--- config.mk ---
export PLATFORM = sky130hd
export DESIGN_NAME = mips_mem_access_flat
export DESIGN_NICKNAME = d
export VERILOG_FILES = /design/src/logic/mips_pkg.sv /design/src/logic/mips_ctrl_if.sv /design/src/logic/mips_mem_access.sv /design/src/flat_wrapper.sv
export SDC_FILE = /design/constraint.sdc
export NUM_CORES = 1
export LEC_CHECK = 0
export BUFFER_PORTS_ARGS = -buffer_cell sky130_fd_sc_hd__buf_4
export CORE_AREA = 2 2 83 85
export DETAILED_ROUTE_END_ITERATION = 12
export DIE_AREA = 0 0 85 87
export GPL_ROUTABILITY_DRIVEN = 0
export GPL_TIMING_DRIVEN = 1
export PLACE_DENSITY = 0.67
export SLEW_MARGIN = 10
export SYNTH_ARGS = -nofsm -noshare
export SYNTH_HDL_FRONTEND = slang
export SYNTH_SLANG_ARGS = --single-unit
--- constraint.sdc ---
create_clock -name vclk -period 2.9
set_input_delay 0.435 -clock vclk [all_inputs]
set_output_delay 0.435 -clock vclk [all_outputs]
set_load 0.01 [all_outputs]
--- src/logic/mips_pkg.sv ---
package mips_pkg;

    // one fetched word, read as R, I or J format
    typedef union packed {
        struct packed {
            logic [5:0] opcode;
            logic [4:0] rs;
            logic [4:0] rt;
            logic [4:0] rd;
            logic [4:0] shamt;
            logic [5:0] funct;
        } r;
        struct packed {
            logic [5:0]  opcode;
            logic [4:0]  rs;
            logic [4:0]  rt;
            logic [15:0] imm16;
        } i;
        struct packed {
            logic [5:0]  opcode;
            logic [25:0] target26;
        } j;
    } instr_word_t;

    localparam logic [5:0] OP_SPECIAL = 6'h00;
    localparam logic [5:0] OP_J       = 6'h02;
    localparam logic [5:0] OP_JAL     = 6'h03;
    localparam logic [5:0] OP_BEQ     = 6'h04;
    localparam logic [5:0] OP_BNE     = 6'h05;
    localparam logic [5:0] OP_ADDIU   = 6'h09;
    localparam logic [5:0] OP_SLTI    = 6'h0a;
    localparam logic [5:0] OP_ANDI    = 6'h0c;
    localparam logic [5:0] OP_ORI     = 6'h0d;
    localparam logic [5:0] OP_LUI     = 6'h0f;
    localparam logic [5:0] OP_LB      = 6'h20;
    localparam logic [5:0] OP_LW      = 6'h23;
    localparam logic [5:0] OP_LBU     = 6'h24;
    localparam logic [5:0] OP_SB      = 6'h28;
    localparam logic [5:0] OP_SW      = 6'h2b;

    // funct field of OP_SPECIAL
    localparam logic [5:0] FN_SLL   = 6'h00;
    localparam logic [5:0] FN_SRL   = 6'h02;
    localparam logic [5:0] FN_JR    = 6'h08;
    localparam logic [5:0] FN_MFHI  = 6'h10;
    localparam logic [5:0] FN_MFLO  = 6'h12;
    localparam logic [5:0] FN_MULT  = 6'h18;
    localparam logic [5:0] FN_MULTU = 6'h19;
    localparam logic [5:0] FN_ADDU  = 6'h21;
    localparam logic [5:0] FN_SUBU  = 6'h23;
    localparam logic [5:0] FN_AND   = 6'h24;
    localparam logic [5:0] FN_OR    = 6'h25;
    localparam logic [5:0] FN_XOR   = 6'h26;
    localparam logic [5:0] FN_SLT   = 6'h2a;
    localparam logic [5:0] FN_SLTU  = 6'h2b;

    localparam int ALU_OP_W = 4;

    localparam logic [ALU_OP_W-1:0] ALU_ADD  = 4'd0;
    localparam logic [ALU_OP_W-1:0] ALU_SUB  = 4'd1;
    localparam logic [ALU_OP_W-1:0] ALU_AND  = 4'd2;
    localparam logic [ALU_OP_W-1:0] ALU_OR   = 4'd3;
    localparam logic [ALU_OP_W-1:0] ALU_XOR  = 4'd4;
    localparam logic [ALU_OP_W-1:0] ALU_SLT  = 4'd5;
    localparam logic [ALU_OP_W-1:0] ALU_SLTU = 4'd6;
    localparam logic [ALU_OP_W-1:0] ALU_SLL  = 4'd7;
    localparam logic [ALU_OP_W-1:0] ALU_SRL  = 4'd8;
    localparam logic [ALU_OP_W-1:0] ALU_LUI  = 4'd9;

    // write-back source
    localparam logic [1:0] WB_ALU  = 2'd0;
    localparam logic [1:0] WB_MEM  = 2'd1;
    localparam logic [1:0] WB_LINK = 2'd2;
    localparam logic [1:0] WB_HILO = 2'd3;

    // destination register field
    localparam logic [1:0] DST_RD  = 2'd0;
    localparam logic [1:0] DST_RT  = 2'd1;
    localparam logic [1:0] DST_R31 = 2'd2;

    localparam logic [31:0] RESET_PC = 32'hBFC00000;

endpackage

--- src/logic/mips_ctrl_if.sv ---
`timescale 1ns/1ps

interface mips_ctrl_if;

    logic [mips_pkg::ALU_OP_W-1:0] alu_op;
    // second operand source and extension
    logic       use_imm;
    logic       imm_zero_ext;
    logic       reg_write;
    logic [1:0] dst_sel;
    logic [1:0] wb_sel;
    logic       mem_read;
    logic       mem_write;
    logic       mem_byte;
    logic       load_signed;
    logic       branch_eq;
    logic       branch_ne;
    logic       jump_imm;
    logic       jump_reg;
    logic       muldiv;
    logic       mul_signed;
    // high selects HI for the move
    logic       hilo_sel;

    modport dec (
        output alu_op, use_imm, imm_zero_ext, reg_write, dst_sel, wb_sel,
               mem_read, mem_write, mem_byte, load_signed, branch_eq, branch_ne,
               jump_imm, jump_reg, muldiv, mul_signed, hilo_sel
    );

    modport uses (
        input alu_op, use_imm, imm_zero_ext, reg_write, dst_sel, wb_sel,
              mem_read, mem_write, mem_byte, load_signed, branch_eq, branch_ne,
              jump_imm, jump_reg, muldiv, mul_signed, hilo_sel
    );

endinterface

--- src/logic/mips_mem_access.sv ---
`timescale 1ns/1ps

module mips_mem_access (
    mips_ctrl_if.uses   ctrl,
    input  logic [31:0] eff_addr,
    input  logic [31:0] store_value,
    input  logic [31:0] data_readdata,
    output logic [31:0] data_address,
    output logic [31:0] data_writedata,
    output logic [31:0] load_value
);

    logic [4:0]  lane_lsb;
    logic [7:0]  load_byte;
    logic [31:0] merged;

    assign data_address = {eff_addr[31:2], 2'b00};

    // big-endian lanes, byte 0 sits in bits 31:24
    assign lane_lsb = {~eff_addr[1:0], 3'b000};
    assign load_byte = data_readdata[lane_lsb +: 8];

    always_comb begin
        if (!ctrl.mem_byte) begin
            load_value = data_readdata;
        end else if (ctrl.load_signed) begin
            load_value = {{24{load_byte[7]}}, load_byte};
        end else begin
            load_value = {24'd0, load_byte};
        end
    end

    // sb rewrites one lane of the old word
    always_comb begin
        merged = data_readdata;
        merged[lane_lsb +: 8] = store_value[7:0];
    end

    assign data_writedata = ctrl.mem_byte ? merged : store_value;

endmodule

--- src/flat_wrapper.sv ---
// flat-port wrapper written by rule: the top's interface ports become plain ports
module mips_mem_access_flat 
  (eff_addr, store_value, data_readdata, data_address, data_writedata, load_value, ctrl_alu_op, ctrl_use_imm, ctrl_imm_zero_ext, ctrl_reg_write, ctrl_dst_sel, ctrl_wb_sel, ctrl_mem_read, ctrl_mem_write, ctrl_mem_byte, ctrl_load_signed, ctrl_branch_eq, ctrl_branch_ne, ctrl_jump_imm, ctrl_jump_reg, ctrl_muldiv, ctrl_mul_signed, ctrl_hilo_sel);
  mips_ctrl_if ctrl_i ();
  input  logic [31:0] eff_addr;
  input  logic [31:0] store_value;
  input  logic [31:0] data_readdata;
  output logic [31:0] data_address;
  output logic [31:0] data_writedata;
  output logic [31:0] load_value;
  input wire logic [$bits(ctrl_i.alu_op)-1:0] ctrl_alu_op;
  input wire logic [$bits(ctrl_i.use_imm)-1:0] ctrl_use_imm;
  input wire logic [$bits(ctrl_i.imm_zero_ext)-1:0] ctrl_imm_zero_ext;
  input wire logic [$bits(ctrl_i.reg_write)-1:0] ctrl_reg_write;
  input wire logic [$bits(ctrl_i.dst_sel)-1:0] ctrl_dst_sel;
  input wire logic [$bits(ctrl_i.wb_sel)-1:0] ctrl_wb_sel;
  input wire logic [$bits(ctrl_i.mem_read)-1:0] ctrl_mem_read;
  input wire logic [$bits(ctrl_i.mem_write)-1:0] ctrl_mem_write;
  input wire logic [$bits(ctrl_i.mem_byte)-1:0] ctrl_mem_byte;
  input wire logic [$bits(ctrl_i.load_signed)-1:0] ctrl_load_signed;
  input wire logic [$bits(ctrl_i.branch_eq)-1:0] ctrl_branch_eq;
  input wire logic [$bits(ctrl_i.branch_ne)-1:0] ctrl_branch_ne;
  input wire logic [$bits(ctrl_i.jump_imm)-1:0] ctrl_jump_imm;
  input wire logic [$bits(ctrl_i.jump_reg)-1:0] ctrl_jump_reg;
  input wire logic [$bits(ctrl_i.muldiv)-1:0] ctrl_muldiv;
  input wire logic [$bits(ctrl_i.mul_signed)-1:0] ctrl_mul_signed;
  input wire logic [$bits(ctrl_i.hilo_sel)-1:0] ctrl_hilo_sel;
  assign ctrl_i.alu_op = ctrl_alu_op;
  assign ctrl_i.use_imm = ctrl_use_imm;
  assign ctrl_i.imm_zero_ext = ctrl_imm_zero_ext;
  assign ctrl_i.reg_write = ctrl_reg_write;
  assign ctrl_i.dst_sel = ctrl_dst_sel;
  assign ctrl_i.wb_sel = ctrl_wb_sel;
  assign ctrl_i.mem_read = ctrl_mem_read;
  assign ctrl_i.mem_write = ctrl_mem_write;
  assign ctrl_i.mem_byte = ctrl_mem_byte;
  assign ctrl_i.load_signed = ctrl_load_signed;
  assign ctrl_i.branch_eq = ctrl_branch_eq;
  assign ctrl_i.branch_ne = ctrl_branch_ne;
  assign ctrl_i.jump_imm = ctrl_jump_imm;
  assign ctrl_i.jump_reg = ctrl_jump_reg;
  assign ctrl_i.muldiv = ctrl_muldiv;
  assign ctrl_i.mul_signed = ctrl_mul_signed;
  assign ctrl_i.hilo_sel = ctrl_hilo_sel;
  mips_mem_access u_core (.ctrl(ctrl_i), .eff_addr(eff_addr), .store_value(store_value), .data_readdata(data_readdata), .data_address(data_address), .data_writedata(data_writedata), .load_value(load_value));
endmodule
==> results.py <==
metrics = {
    "cells_and_area": {
        "nNetsFinal": 447,
        "n_antenna_cell": 0,
        "multi_input_area_um2": 1080,
        "area_growth_pct": 50.3,
        "nFillCells": 713,
        "fin_cells": 402,
        "layout-drive-gt1-share_pct": 45.7,
        "design.seq.count": 0,
        "seqCellArea_um2": 0,
        "clock_buffers": 0,
    },
    "detailed_routing": {
        "num_vias": 2043,
        "first_pass_iters": 4,
        "routedWlPerCell_um": 17.7,
        "drt_iter0_drc": 128,
        "ant_nets": 0,
        "remaining_drc_errors": 0,
        "wirelength_um": 7140,
        "viasPerCell": 5.08,
    },
    "sta": {
        "hold_violations": 0,
        "fmax_mhz": 404,
        "slew_violations": 0,
        "finalCritPeriodShare_pct": 85.4,
        "setup_viol": 0,
        "period_minus_slack_ps": 2480,
        "fin_hold_ws_ps": 870,
        "tns_ps": 0,
        "rsz0062_at_grt": "no",
    },
    "run": {
        "max_cap_violations": 0,
    },
    "grt": {
        "grt_usage_pct": 17.7,
        "first_global_vias": 2015,
        "grt_start_max_net_pins": 50,
        "grt_pass1_wl_um": 10700,
        "grt-ovfl-total": 0,
        "antenna_found_initial": 0,
    },
    "synthesis": {
        "yosysWarnings": 0,
        "synth_top_cell_by_area": "buf_4",
        "ys_types": 35,
        "syn_area_um2": 1530,
        "synth_commonest_cells": "buf_4, o21ai_0, inv_1, nor2_1, o22a_1",
        "synth.area.top_cells": "buf_4, o21ai_0, o22a_1",
        "yosysTopAreaCellShare_pct": 16.2,
        "synthCells": 236,
        "synth.avg_cell_area_um2": 6.50,
        "yosysSeqAreaShare_pct": 0,
        "synth.most_common_cell": "buf_4",
    },
    "clock_network": {
        "ctsHoldBuffers": 0,
        "cts_setup_buffers": 0,
        "cts-resized-gates": 0,
    },
    "floorplanning": {
        "core-area_um2": 6570,
        "die_x_um": 85,
        "die_h_um": 87,
        "num_rows": 30,
        "start_util_pct": 23.4,
        "ios": 214,
        "die_area_um2": 7400,
    },
    "power": {
        "power.leakage_nw": 1.23,
        "max-vdd-ir-drop_mv": 0.0784,
        "p_per_area_nw_per_um2": 189,
    },
    "status": {
        "status": "finished clean",
    },
    "critical_path": {
        "critical_path_required_ps": 2470,
        "arrival_ps": 2040,
        "critPathCaptureType": "output port",
        "critPathLaunchType": "primary input",
        "critPathMaxFanout": 20,
        "crit_type": "primary input to output port",
    },
    "placed_design": {
        "io_buffers": 132,
        "dp_hpwl_um": 5780,
        "dp_cells": 402,
    },
    "hold_path": {
        "hp-class": "primary input to output port",
    },
}
==> cell usage in the layout, fill, tap and decap left out, types with 7 or more instances in the layout <==
cell type / count
buf_4: 136
o21ai_0: 30
inv_1: 28
o22a_1: 16
nor2_1: 16
a21oi_1: 14
o21ai_1: 8
and4b_1: 8
a22o_1: 8
mux2_2: 7
o22ai_1: 7
==> worst max-delay path, stage by stage <==
cell	delay [ps]
buf_4	240
inv_1	140
ha_1	320
and2_1	260
and3_4	200
a221o_1	290
buf_4	150
==> per-stage QoR <==
step / util [%] / total power, mW / cell area, um2 / worst slack, ps
final: 35.1 / 0.436 / 2310 / 424
after global routing: 35.1 / 0.471 / 2310 / 330
after CTS: 35.1 / 0.439 / 2310 / 418
after detailed placement: 35.1 / 0.437 / 2310 / 414
after global placement: 35.1 / 0.433 / 2310 / 469
after floorplan: - / 0.243 / 1540 / 661
==> logic make-up (layout without fill, tap and decap cells) <==
| family | count (synthesis) | in the layout | synth area share [%] |
|---|---|---|---|
| and+or+nand+nor | 48 | 48 | 19.6 |
| adders and majority gates | 5 | 5 | 4.08 |
| AOI/OAI and AO/OA | 94 | 94 | 39.8 |
| other | 1 | 2 | 0.244 |
| muxes | 9 | 9 | 6.44 |
| buffers and inverters | 79 | 164 | 29.9 |
==> path summary, 6_finish.rpt <==
path	from	end	slack, ps	depth (start not counted)
hold / removal	eff_addr[11]	data_address[11]	870	0
setup / recovery	eff_addr[0]	data_writedata[12]	420	7
==> power breakdown <==
| group | leakage, nW | total, mW | switching [mW] | internal (mW) |
|---|---|---|---|---|
| registers | 0 | 0 | 0 | 0 |
| clock network | 0 | 0 | 0 | 0 |
| logic | 1.23 | 0.436 | 0.213 | 0.223 |
| total | 1.23 | 0.436 | 0.213 | 0.223 |
==> cell type report <==
type               count  area share [%]
well taps             80            4.34
multi-input cells    158            46.8
repair buffers       136            44.3
inverters             28            4.56
==> routing by layer <==
layer  GRT usage (%)  up-vias  part of all wire (%)
li1                -      990                     -
met1            23.9      936                    43
met2            30.2      101                    48
met3            2.18       16                   6.1
met4            4.04        0                   2.1
met5               0        -                     0
Note: power is estimated with default switching activity, not from simulation.
