===== src/logic/mips_pkg.sv =====
package mips_pkg;

    // one fetched word, read as R, I or J format
    typedef union packed {
        struct packed {
            logic [5:0] opcode;
            logic [4:0] rs;
            logic [4:0] rt;
            logic [4:0] rd;
            logic [4:0] shamt;
            logic [5:0] funct;
        } r;
        struct packed {
            logic [5:0]  opcode;
            logic [4:0]  rs;
            logic [4:0]  rt;
            logic [15:0] imm16;
        } i;
        struct packed {
            logic [5:0]  opcode;
            logic [25:0] target26;
        } j;
    } instr_word_t;

    localparam logic [5:0] OP_SPECIAL = 6'h00;
    localparam logic [5:0] OP_J       = 6'h02;
    localparam logic [5:0] OP_JAL     = 6'h03;
    localparam logic [5:0] OP_BEQ     = 6'h04;
    localparam logic [5:0] OP_BNE     = 6'h05;
    localparam logic [5:0] OP_ADDIU   = 6'h09;
    localparam logic [5:0] OP_SLTI    = 6'h0a;
    localparam logic [5:0] OP_ANDI    = 6'h0c;
    localparam logic [5:0] OP_ORI     = 6'h0d;
    localparam logic [5:0] OP_LUI     = 6'h0f;
    localparam logic [5:0] OP_LB      = 6'h20;
    localparam logic [5:0] OP_LW      = 6'h23;
    localparam logic [5:0] OP_LBU     = 6'h24;
    localparam logic [5:0] OP_SB      = 6'h28;
    localparam logic [5:0] OP_SW      = 6'h2b;

    // funct field of OP_SPECIAL
    localparam logic [5:0] FN_SLL   = 6'h00;
    localparam logic [5:0] FN_SRL   = 6'h02;
    localparam logic [5:0] FN_JR    = 6'h08;
    localparam logic [5:0] FN_MFHI  = 6'h10;
    localparam logic [5:0] FN_MFLO  = 6'h12;
    localparam logic [5:0] FN_MULT  = 6'h18;
    localparam logic [5:0] FN_MULTU = 6'h19;
    localparam logic [5:0] FN_ADDU  = 6'h21;
    localparam logic [5:0] FN_SUBU  = 6'h23;
    localparam logic [5:0] FN_AND   = 6'h24;
    localparam logic [5:0] FN_OR    = 6'h25;
    localparam logic [5:0] FN_XOR   = 6'h26;
    localparam logic [5:0] FN_SLT   = 6'h2a;
    localparam logic [5:0] FN_SLTU  = 6'h2b;

    localparam int ALU_OP_W = 4;

    localparam logic [ALU_OP_W-1:0] ALU_ADD  = 4'd0;
    localparam logic [ALU_OP_W-1:0] ALU_SUB  = 4'd1;
    localparam logic [ALU_OP_W-1:0] ALU_AND  = 4'd2;
    localparam logic [ALU_OP_W-1:0] ALU_OR   = 4'd3;
    localparam logic [ALU_OP_W-1:0] ALU_XOR  = 4'd4;
    localparam logic [ALU_OP_W-1:0] ALU_SLT  = 4'd5;
    localparam logic [ALU_OP_W-1:0] ALU_SLTU = 4'd6;
    localparam logic [ALU_OP_W-1:0] ALU_SLL  = 4'd7;
    localparam logic [ALU_OP_W-1:0] ALU_SRL  = 4'd8;
    localparam logic [ALU_OP_W-1:0] ALU_LUI  = 4'd9;

    // write-back source
    localparam logic [1:0] WB_ALU  = 2'd0;
    localparam logic [1:0] WB_MEM  = 2'd1;
    localparam logic [1:0] WB_LINK = 2'd2;
    localparam logic [1:0] WB_HILO = 2'd3;

    // destination register field
    localparam logic [1:0] DST_RD  = 2'd0;
    localparam logic [1:0] DST_RT  = 2'd1;
    localparam logic [1:0] DST_R31 = 2'd2;

    localparam logic [31:0] RESET_PC = 32'hBFC00000;

endpackage


===== src/logic/mips_ctrl_if.sv =====
`timescale 1ns/1ps

interface mips_ctrl_if;

    logic [mips_pkg::ALU_OP_W-1:0] alu_op;
    // second operand source and extension
    logic       use_imm;
    logic       imm_zero_ext;
    logic       reg_write;
    logic [1:0] dst_sel;
    logic [1:0] wb_sel;
    logic       mem_read;
    logic       mem_write;
    logic       mem_byte;
    logic       load_signed;
    logic       branch_eq;
    logic       branch_ne;
    logic       jump_imm;
    logic       jump_reg;
    logic       muldiv;
    logic       mul_signed;
    // high selects HI for the move
    logic       hilo_sel;

    modport dec (
        output alu_op, use_imm, imm_zero_ext, reg_write, dst_sel, wb_sel,
               mem_read, mem_write, mem_byte, load_signed, branch_eq, branch_ne,
               jump_imm, jump_reg, muldiv, mul_signed, hilo_sel
    );

    modport uses (
        input alu_op, use_imm, imm_zero_ext, reg_write, dst_sel, wb_sel,
              mem_read, mem_write, mem_byte, load_signed, branch_eq, branch_ne,
              jump_imm, jump_reg, muldiv, mul_signed, hilo_sel
    );

endinterface


===== src/logic/mips_decoder.sv =====
`timescale 1ns/1ps

module mips_decoder (
    input mips_pkg::instr_word_t instr,
    mips_ctrl_if.dec             ctrl
);

    // R-format ops that write rd from the ALU
    task automatic alu_reg(input logic [mips_pkg::ALU_OP_W-1:0] op);
        ctrl.alu_op = op;
        ctrl.reg_write = 1'b1;
    endtask

    always_comb begin
        // defaults give a no-op
        ctrl.alu_op = mips_pkg::ALU_ADD;
        ctrl.use_imm = 1'b0;
        ctrl.imm_zero_ext = 1'b0;
        ctrl.reg_write = 1'b0;
        ctrl.dst_sel = mips_pkg::DST_RT;
        ctrl.wb_sel = mips_pkg::WB_ALU;
        ctrl.mem_read = 1'b0;
        ctrl.mem_write = 1'b0;
        ctrl.mem_byte = 1'b0;
        ctrl.load_signed = 1'b0;
        ctrl.branch_eq = 1'b0;
        ctrl.branch_ne = 1'b0;
        ctrl.jump_imm = 1'b0;
        ctrl.jump_reg = 1'b0;
        ctrl.muldiv = 1'b0;
        ctrl.mul_signed = 1'b0;
        ctrl.hilo_sel = 1'b0;

        case (instr.r.opcode)
            mips_pkg::OP_SPECIAL: begin
                ctrl.dst_sel = mips_pkg::DST_RD;
                case (instr.r.funct)
                    mips_pkg::FN_SLL:  alu_reg(mips_pkg::ALU_SLL);
                    mips_pkg::FN_SRL:  alu_reg(mips_pkg::ALU_SRL);
                    mips_pkg::FN_ADDU: alu_reg(mips_pkg::ALU_ADD);
                    mips_pkg::FN_SUBU: alu_reg(mips_pkg::ALU_SUB);
                    mips_pkg::FN_AND:  alu_reg(mips_pkg::ALU_AND);
                    mips_pkg::FN_OR:   alu_reg(mips_pkg::ALU_OR);
                    mips_pkg::FN_XOR:  alu_reg(mips_pkg::ALU_XOR);
                    mips_pkg::FN_SLT:  alu_reg(mips_pkg::ALU_SLT);
                    mips_pkg::FN_SLTU: alu_reg(mips_pkg::ALU_SLTU);
                    mips_pkg::FN_JR:   ctrl.jump_reg = 1'b1;
                    mips_pkg::FN_MFHI: begin
                        ctrl.reg_write = 1'b1;
                        ctrl.wb_sel = mips_pkg::WB_HILO;
                        ctrl.hilo_sel = 1'b1;
                    end
                    mips_pkg::FN_MFLO: begin
                        ctrl.reg_write = 1'b1;
                        ctrl.wb_sel = mips_pkg::WB_HILO;
                    end
                    mips_pkg::FN_MULT: begin
                        ctrl.muldiv = 1'b1;
                        ctrl.mul_signed = 1'b1;
                    end
                    mips_pkg::FN_MULTU: ctrl.muldiv = 1'b1;
                    default: ;
                endcase
            end
            mips_pkg::OP_J:   ctrl.jump_imm = 1'b1;
            mips_pkg::OP_JAL: begin
                ctrl.jump_imm = 1'b1;
                ctrl.reg_write = 1'b1;
                ctrl.dst_sel = mips_pkg::DST_R31;
                ctrl.wb_sel = mips_pkg::WB_LINK;
            end
            mips_pkg::OP_BEQ: ctrl.branch_eq = 1'b1;
            mips_pkg::OP_BNE: ctrl.branch_ne = 1'b1;
            mips_pkg::OP_ADDIU, mips_pkg::OP_SLTI, mips_pkg::OP_LUI: begin
                ctrl.use_imm = 1'b1;
                ctrl.reg_write = 1'b1;
                if (instr.i.opcode == mips_pkg::OP_SLTI) begin
                    ctrl.alu_op = mips_pkg::ALU_SLT;
                end else if (instr.i.opcode == mips_pkg::OP_LUI) begin
                    ctrl.alu_op = mips_pkg::ALU_LUI;
                end
            end
            mips_pkg::OP_ANDI, mips_pkg::OP_ORI: begin
                ctrl.use_imm = 1'b1;
                ctrl.imm_zero_ext = 1'b1;
                ctrl.reg_write = 1'b1;
                ctrl.alu_op = instr.i.opcode[0] ? mips_pkg::ALU_OR : mips_pkg::ALU_AND;
            end
            mips_pkg::OP_LB, mips_pkg::OP_LBU, mips_pkg::OP_LW: begin
                ctrl.use_imm = 1'b1;
                ctrl.reg_write = 1'b1;
                ctrl.wb_sel = mips_pkg::WB_MEM;
                ctrl.mem_read = 1'b1;
                ctrl.mem_byte = (instr.i.opcode != mips_pkg::OP_LW);
                ctrl.load_signed = (instr.i.opcode == mips_pkg::OP_LB);
            end
            mips_pkg::OP_SB, mips_pkg::OP_SW: begin
                ctrl.use_imm = 1'b1;
                ctrl.mem_write = 1'b1;
                // sb reads the old word first
                ctrl.mem_byte = (instr.i.opcode == mips_pkg::OP_SB);
                ctrl.mem_read = (instr.i.opcode == mips_pkg::OP_SB);
            end
            default: ;
        endcase
    end

endmodule


===== src/flat_wrapper.sv =====
// flat-port wrapper written by rule: the top's interface ports become plain ports
module mips_decoder_flat 
  (instr, ctrl_alu_op, ctrl_use_imm, ctrl_imm_zero_ext, ctrl_reg_write, ctrl_dst_sel, ctrl_wb_sel, ctrl_mem_read, ctrl_mem_write, ctrl_mem_byte, ctrl_load_signed, ctrl_branch_eq, ctrl_branch_ne, ctrl_jump_imm, ctrl_jump_reg, ctrl_muldiv, ctrl_mul_signed, ctrl_hilo_sel);
  mips_ctrl_if ctrl_i ();
  input mips_pkg::instr_word_t instr;
  output wire logic [$bits(ctrl_i.alu_op)-1:0] ctrl_alu_op;
  output wire logic [$bits(ctrl_i.use_imm)-1:0] ctrl_use_imm;
  output wire logic [$bits(ctrl_i.imm_zero_ext)-1:0] ctrl_imm_zero_ext;
  output wire logic [$bits(ctrl_i.reg_write)-1:0] ctrl_reg_write;
  output wire logic [$bits(ctrl_i.dst_sel)-1:0] ctrl_dst_sel;
  output wire logic [$bits(ctrl_i.wb_sel)-1:0] ctrl_wb_sel;
  output wire logic [$bits(ctrl_i.mem_read)-1:0] ctrl_mem_read;
  output wire logic [$bits(ctrl_i.mem_write)-1:0] ctrl_mem_write;
  output wire logic [$bits(ctrl_i.mem_byte)-1:0] ctrl_mem_byte;
  output wire logic [$bits(ctrl_i.load_signed)-1:0] ctrl_load_signed;
  output wire logic [$bits(ctrl_i.branch_eq)-1:0] ctrl_branch_eq;
  output wire logic [$bits(ctrl_i.branch_ne)-1:0] ctrl_branch_ne;
  output wire logic [$bits(ctrl_i.jump_imm)-1:0] ctrl_jump_imm;
  output wire logic [$bits(ctrl_i.jump_reg)-1:0] ctrl_jump_reg;
  output wire logic [$bits(ctrl_i.muldiv)-1:0] ctrl_muldiv;
  output wire logic [$bits(ctrl_i.mul_signed)-1:0] ctrl_mul_signed;
  output wire logic [$bits(ctrl_i.hilo_sel)-1:0] ctrl_hilo_sel;
  assign ctrl_alu_op = ctrl_i.alu_op;
  assign ctrl_use_imm = ctrl_i.use_imm;
  assign ctrl_imm_zero_ext = ctrl_i.imm_zero_ext;
  assign ctrl_reg_write = ctrl_i.reg_write;
  assign ctrl_dst_sel = ctrl_i.dst_sel;
  assign ctrl_wb_sel = ctrl_i.wb_sel;
  assign ctrl_mem_read = ctrl_i.mem_read;
  assign ctrl_mem_write = ctrl_i.mem_write;
  assign ctrl_mem_byte = ctrl_i.mem_byte;
  assign ctrl_load_signed = ctrl_i.load_signed;
  assign ctrl_branch_eq = ctrl_i.branch_eq;
  assign ctrl_branch_ne = ctrl_i.branch_ne;
  assign ctrl_jump_imm = ctrl_i.jump_imm;
  assign ctrl_jump_reg = ctrl_i.jump_reg;
  assign ctrl_muldiv = ctrl_i.muldiv;
  assign ctrl_mul_signed = ctrl_i.mul_signed;
  assign ctrl_hilo_sel = ctrl_i.hilo_sel;
  mips_decoder u_core (.instr(instr), .ctrl(ctrl_i));
endmodule

===== config.mk =====
export PLATFORM = sky130hd
export DESIGN_NAME = mips_decoder_flat
export DESIGN_NICKNAME = d
export VERILOG_FILES = /design/src/logic/mips_pkg.sv /design/src/logic/mips_ctrl_if.sv /design/src/logic/mips_decoder.sv /design/src/flat_wrapper.sv
export SDC_FILE = /design/constraint.sdc
export NUM_CORES = 1
export LEC_CHECK = 0
export ABC_CLOCK_PERIOD_IN_PS = 1800
export BUFFER_PORTS_ARGS = -buffer_cell sky130_fd_sc_hd__buf_2
export CORE_MARGIN = 4
export CORE_UTILIZATION = 35
export DETAILED_ROUTE_END_ITERATION = 10
export MAX_ROUTING_LAYER = met4
export PLACE_DENSITY = 0.93
export SLEW_MARGIN = 0
export SYNTH_ARGS = -nofsm -noshare
export SYNTH_HDL_FRONTEND = slang
export SYNTH_SLANG_ARGS = --single-unit

===== constraint.sdc =====
create_clock -name vclk -period 1.8
set_clock_uncertainty 0.15 [all_clocks]
set_input_delay 0.36 -clock vclk [all_inputs]
set_output_delay 0.36 -clock vclk [all_outputs]
set_load 0.1 [all_outputs]

==> out/metrics.sh, run 1 <==
START_UTIL_PCT=37.0
OUTCOME='stopped before the end'
YS_WARN_COUNT=0
STOP_STAGE='detailed placement (3_5_place_dp)'
DIE_Y_UM=47.7
GP_ROUTABILITY_CONGESTION=0.968
SYNTHESIS.INSTANCES=96
SYN_AVG_CELL_AREA_UM2=5.73
SYN_AREA_UM2=551
YS_TYPES=33
DIE_WIDTH_UM=47.7
SEQ_AREA_FRAC_SYNTH_PCT=0
IOS=54
SYNTHESIS.NETS=128
ERROR_MESSAGE='[ERROR DPL-0038] Utilization greater than 100%, impossible to legalize'
PORTBUFFERS=34
FLOORPLAN.ROWS=14
[synth_stat cells (2+ instances only)]
library cell | instances | area, um^2
sky130_fd_sc_hd__xor2_1 | 2 | 17.5
sky130_fd_sc_hd__nand2_1 | 11 | 41.3
sky130_fd_sc_hd__nor4_1 | 2 | 12.5
sky130_fd_sc_hd__nor2_1 | 16 | 60.1
sky130_fd_sc_hd__nor3_1 | 9 | 45.0
sky130_fd_sc_hd__nor2b_1 | 3 | 18.8
sky130_fd_sc_hd__o32ai_1 | 2 | 17.5
sky130_fd_sc_hd__a211oi_1 | 2 | 15.0
sky130_fd_sc_hd__nor4b_1 | 2 | 17.5
sky130_fd_sc_hd__clkbuf_1 | 6 | 22.5
sky130_fd_sc_hd__or3b_2 | 2 | 17.5
sky130_fd_sc_hd__o21ai_0 | 2 | 10.0
sky130_fd_sc_hd__buf_2 | 2 | 10.0
sky130_fd_sc_hd__a21boi_0 | 2 | 15.0
sky130_fd_sc_hd__nor4_2 | 2 | 25.0
sky130_fd_sc_hd__a21oi_1 | 8 | 40.0
sky130_fd_sc_hd__o21bai_1 | 2 | 15.0
sky130_fd_sc_hd__nand2b_1 | 3 | 18.8
sky130_fd_sc_hd__or2_2 | 3 | 18.8
sky130_fd_sc_hd__inv_1 | 2 | 7.51
[cell families after synthesis]
family / count (synthesis) / share of synthesized area (%)
xor gates and xnor gates: 2 / 3.18
AOI/OAI and AO/OA: 25 / 31.6
buffers and inverters: 10 / 7.27
and+or+nand+nor: 59 / 58.0
[per-stage QoR]
stage | setup TNS [ns] | cells | worst slack (ns) | hold WS, ns
floorplan | -12.71 | 96 | -1.04 | 0.664
global placement | -7.68 | 175 | -0.568 | 0.986
==> inputs of run 2 (changes only) <==
--- a/config.mk
+++ b/config.mk
@@ -5,13 +5,12 @@
 export SDC_FILE = /design/constraint.sdc
 export NUM_CORES = 1
 export LEC_CHECK = 0
-export ABC_CLOCK_PERIOD_IN_PS = 1800
+export ABC_CLOCK_PERIOD_IN_PS = 2300
 export BUFFER_PORTS_ARGS = -buffer_cell sky130_fd_sc_hd__buf_2
-export CORE_MARGIN = 4
-export CORE_UTILIZATION = 35
+export CORE_AREA = 4 4 65 67
 export DETAILED_ROUTE_END_ITERATION = 10
-export MAX_ROUTING_LAYER = met4
-export PLACE_DENSITY = 0.93
+export DIE_AREA = 0 0 69 71
+export PLACE_DENSITY_LB_ADDON = 0.15
 export SLEW_MARGIN = 0
 export SYNTH_ARGS = -nofsm -noshare
 export SYNTH_HDL_FRONTEND = slang
==> constraint.sdc (replaced) <==
create_clock -name vclk -period 2.3
set_clock_uncertainty 0.15 [all_clocks]
set_input_delay 0.46 -clock vclk [all_inputs]
set_output_delay 0.46 -clock vclk [all_outputs]
set_load 0.1 [all_outputs]
==> out/metrics.sh, run 2 <==
SEQCELLAREA_UM2=0
UTILIZATION_PCT=49.5
CRITPATHCAPTURETYPE='output pin'
FINAL_COMMON_CELL='sky130_fd_sc_hd__buf_4'
INTERNAL_POWER_mW=0.125
OUTCOME='complete, but fails checks'
SYNTHESIS.INSTANCES=96  # unchanged
NUM-CLOCK-BUFFERS=0
SYNTH_AREA_LEADERS='sky130_fd_sc_hd__nor2_1, sky130_fd_sc_hd__nor3_1, sky130_fd_sc_hd__nand2_1'
GP_ROUTABILITY_CONGESTION=0.835  # -14%
IOS=54  # unchanged
ROUTED_WIRELENGTH_UM=2640
FP.DIEAREA_UM2=4900
POST-SYNTH-TOP-AREA-CELL='sky130_fd_sc_hd__nor2_1'
SEQ_AREA_FRAC_SYNTH_PCT=0  # unchanged
HOLD_VIOL=0
DIE_WIDTH_UM=69  # +45%
SYN_AREA_UM2=551  # unchanged
GRT_PASS1_WL_UM=4220
POWER.COMBINATIONAL.FRACTION_PCT=100.0
FIRST_PASS_ITERS=4
DRIVE_GT1_SHARE_PCT=72.7
PORTBUFFERS=34  # unchanged
NUMBER_OF_ANTENNA_VIOLATIONS_AT_THE_FIRST_CHECK_IN_GLOBAL_ROUTING=0
FINAL.MIN_CLOCK_PERIOD_NS=2.50
SYNTH_TOP_CELLS_BY_COUNT='sky130_fd_sc_hd__nor2_1, sky130_fd_sc_hd__nand2_1, sky130_fd_sc_hd__nor3_1, sky130_fd_sc_hd__a21oi_1, sky130_fd_sc_hd__clkbuf_1'
POWER.DENSITY_CELL_AREA_nW_PER_UM2=156
FLOORPLAN.CORE_AREA_UM2=3630
P_SW_SHARE_PCT=55.3
SYN_AVG_CELL_AREA_UM2=5.73  # unchanged
FAILED_CHECKS='setup timing'
FMAXACHIEVABLE_MHz=401
DETAIL_ROUTE.VIAS_PER_CELL=4.49
ROUTE.VIAS.TOTAL=957
SEQUENTIALPOWERSHARE_PCT=0
YS_TYPES=33  # unchanged
GRT_PASS1_VIAS=887
REMAINING_DRC_ERRORS=0
WORST_SLACK_NS=-0.196
POST-SYNTH-TOP-AREA-FRACTION_PCT=10.9  # unchanged
CRIT_PATH_START_KIND='input port'
LARGEST_VDD_SUPPLY_DROP_mV=0.0832
SYN2LAYOUT_AREA_GROWTH_PCT=227
CRIT_PATH_MAX_FANOUT=5
TIMING_WORST_SLEW_PIN_VALUE_NS=0.478
ROUTE.DETAILED.WL_PER_INST_UM=12.4
DRTANTENNAVIOLNETS=0
GRT_USE_TOTAL_PCT=9.76
START_UTIL_PCT=15.2  # -22 points
YS_WARN_COUNT=0  # unchanged
FLOORPLAN.ROWS=22  # +8
FINALSETUPVIOLCOUNT=10
GRT_REMAINING_OVERFLOW=0
STATIC-LEAKAGE-POWER_nW=0.701
TIMING.FINAL.MAX_SLEW_VIOLATIONS=0
SYNTH_MOST_COMMON_CELL='sky130_fd_sc_hd__nor2_1'
TIMING.FINAL.CRIT_SHARE_PCT=109
FILLCELLCOUNT=349
FINAL_NETS=199
FIN_AREA_UM2=1800
MOSTFREQUENTLAYOUTCELLS='sky130_fd_sc_hd__buf_4, sky130_fd_sc_hd__buf_12, sky130_fd_sc_hd__nor2_1, sky130_fd_sc_hd__buf_6, sky130_fd_sc_hd__nand2_1'
LARGEST_NET_DEGREE_AT_THE_START_OF_GLOBAL_ROUTING=11
SYNTHESIS.NETS=128  # unchanged
AREA_AFTER_DPL_UM2=1510
CLOCKPOWERSHARE_PCT=0
POSTCTSHOLDBUFS=0
ANTENNA_CELLS=0
DP_HPWL_UM=2040
WORST-ENDPOINT-REQUIRED_NS=1.69
DESIGN.SEQ.COUNT=0
TIMING.HOLD.WORST.CLASS='in -> out'
DRV.MAX_CAP_VIOLATION_COUNT=0
RSZ0062_AT_GRT='true'
CRIT_PATH_ARRIVAL_TIME_NS=1.89
SLEW_HEADROOM_PCT=67.7
TOTAL_AREA_OF_MULTI_INPUT_COMBINATIONAL_CELLS_UM2=815
WORST-SETUP-PATH-TYPE='in -> out'
NETSWITCHINGPOWER_mW=0.155
DRT_ITER0_MARKERS=52
DIE_Y_UM=71  # +49%
-- run 2: cell families (layout without fill, tap and decap cells) --
logic type	count (synthesis)	after routing	synth area share, %
buffers and inverters	10	79	7.27
XOR/XNOR	2	2	3.18
AND/OR/NAND/NOR	59	59	58.0
AO/OA/AOI/OAI	25	25	31.6
-- run 2: final timing paths --
check,end,startpoint,slack (ns),depth (start not counted)
worst max-delay path,ctrl_alu_op[3],instr[28],-0.20,5
worst min-delay path,ctrl_use_imm,instr[30],1.19,4
-- run 2: routing by layer --
layer	GRT usage, %	wire length [um]	up-vias
met5	0	0	-
met3	0.710	62	0
met2	17.3	1440	18
met4	0	0	0
li1	-	-	491
met1	13.7	1140	448
-- run 2: cell type report --
cell class,instances,area share [%]
Timing Repair Buffer,77,51.0
Inverter,2,0.417
Multi-Input combinational cell,86,45.3
Tap cell,48,3.34
-- run 2: worst max-delay path, cell delays in order --
cell and delay, ns:
sky130_fd_sc_hd__buf_6 0.09, sky130_fd_sc_hd__or4_4 0.58, sky130_fd_sc_hd__or3_4 0.39, sky130_fd_sc_hd__o32ai_4 0.15
sky130_fd_sc_hd__buf_12 0.21
-- run 2: stage by stage --
step | hold WS, ns | instances | power, mW | TNS [ns] | setup slack [ns]
final | 1.19 | 213 | 0.280 | -1.51 | -0.196
after global routing | 1.21 | 213 | 0.296 | -2.18 | -0.237
after floorplan | 0.864 | 96 | 0.149 | -7.27 | -0.736
after global placement | 1.19 | 198 | 0.232 | -2.97 | -0.331
after detailed placement | 1.19 | 198 | 0.234 | -2.99 | -0.373
after CTS | 1.19 | 201 | 0.248 | -1.63 | -0.202
-- run 2: power by group through the flow --
stage | Sequential (mW) | Clock [mW] | Combinational, mW
CTS | 0 | 0 | 0.248
global placement | 0 | 0 | 0.232
global route | 0 | 0 | 0.296
floorplan | 0 | 0 | 0.149
finish | 0 | 0 | 0.280
detailed placement | 0 | 0 | 0.234
-- run 2: repair_timing --
action | in CTS | in global routing
hold endpoints to repair | 0 | 0
buffers inserted | 3 | 12
pin swaps | 14 | 11
gates resized for setup | 21 | 27
setup endpoints to repair | 13 | 15
Power figures use the tool's default switching activity.
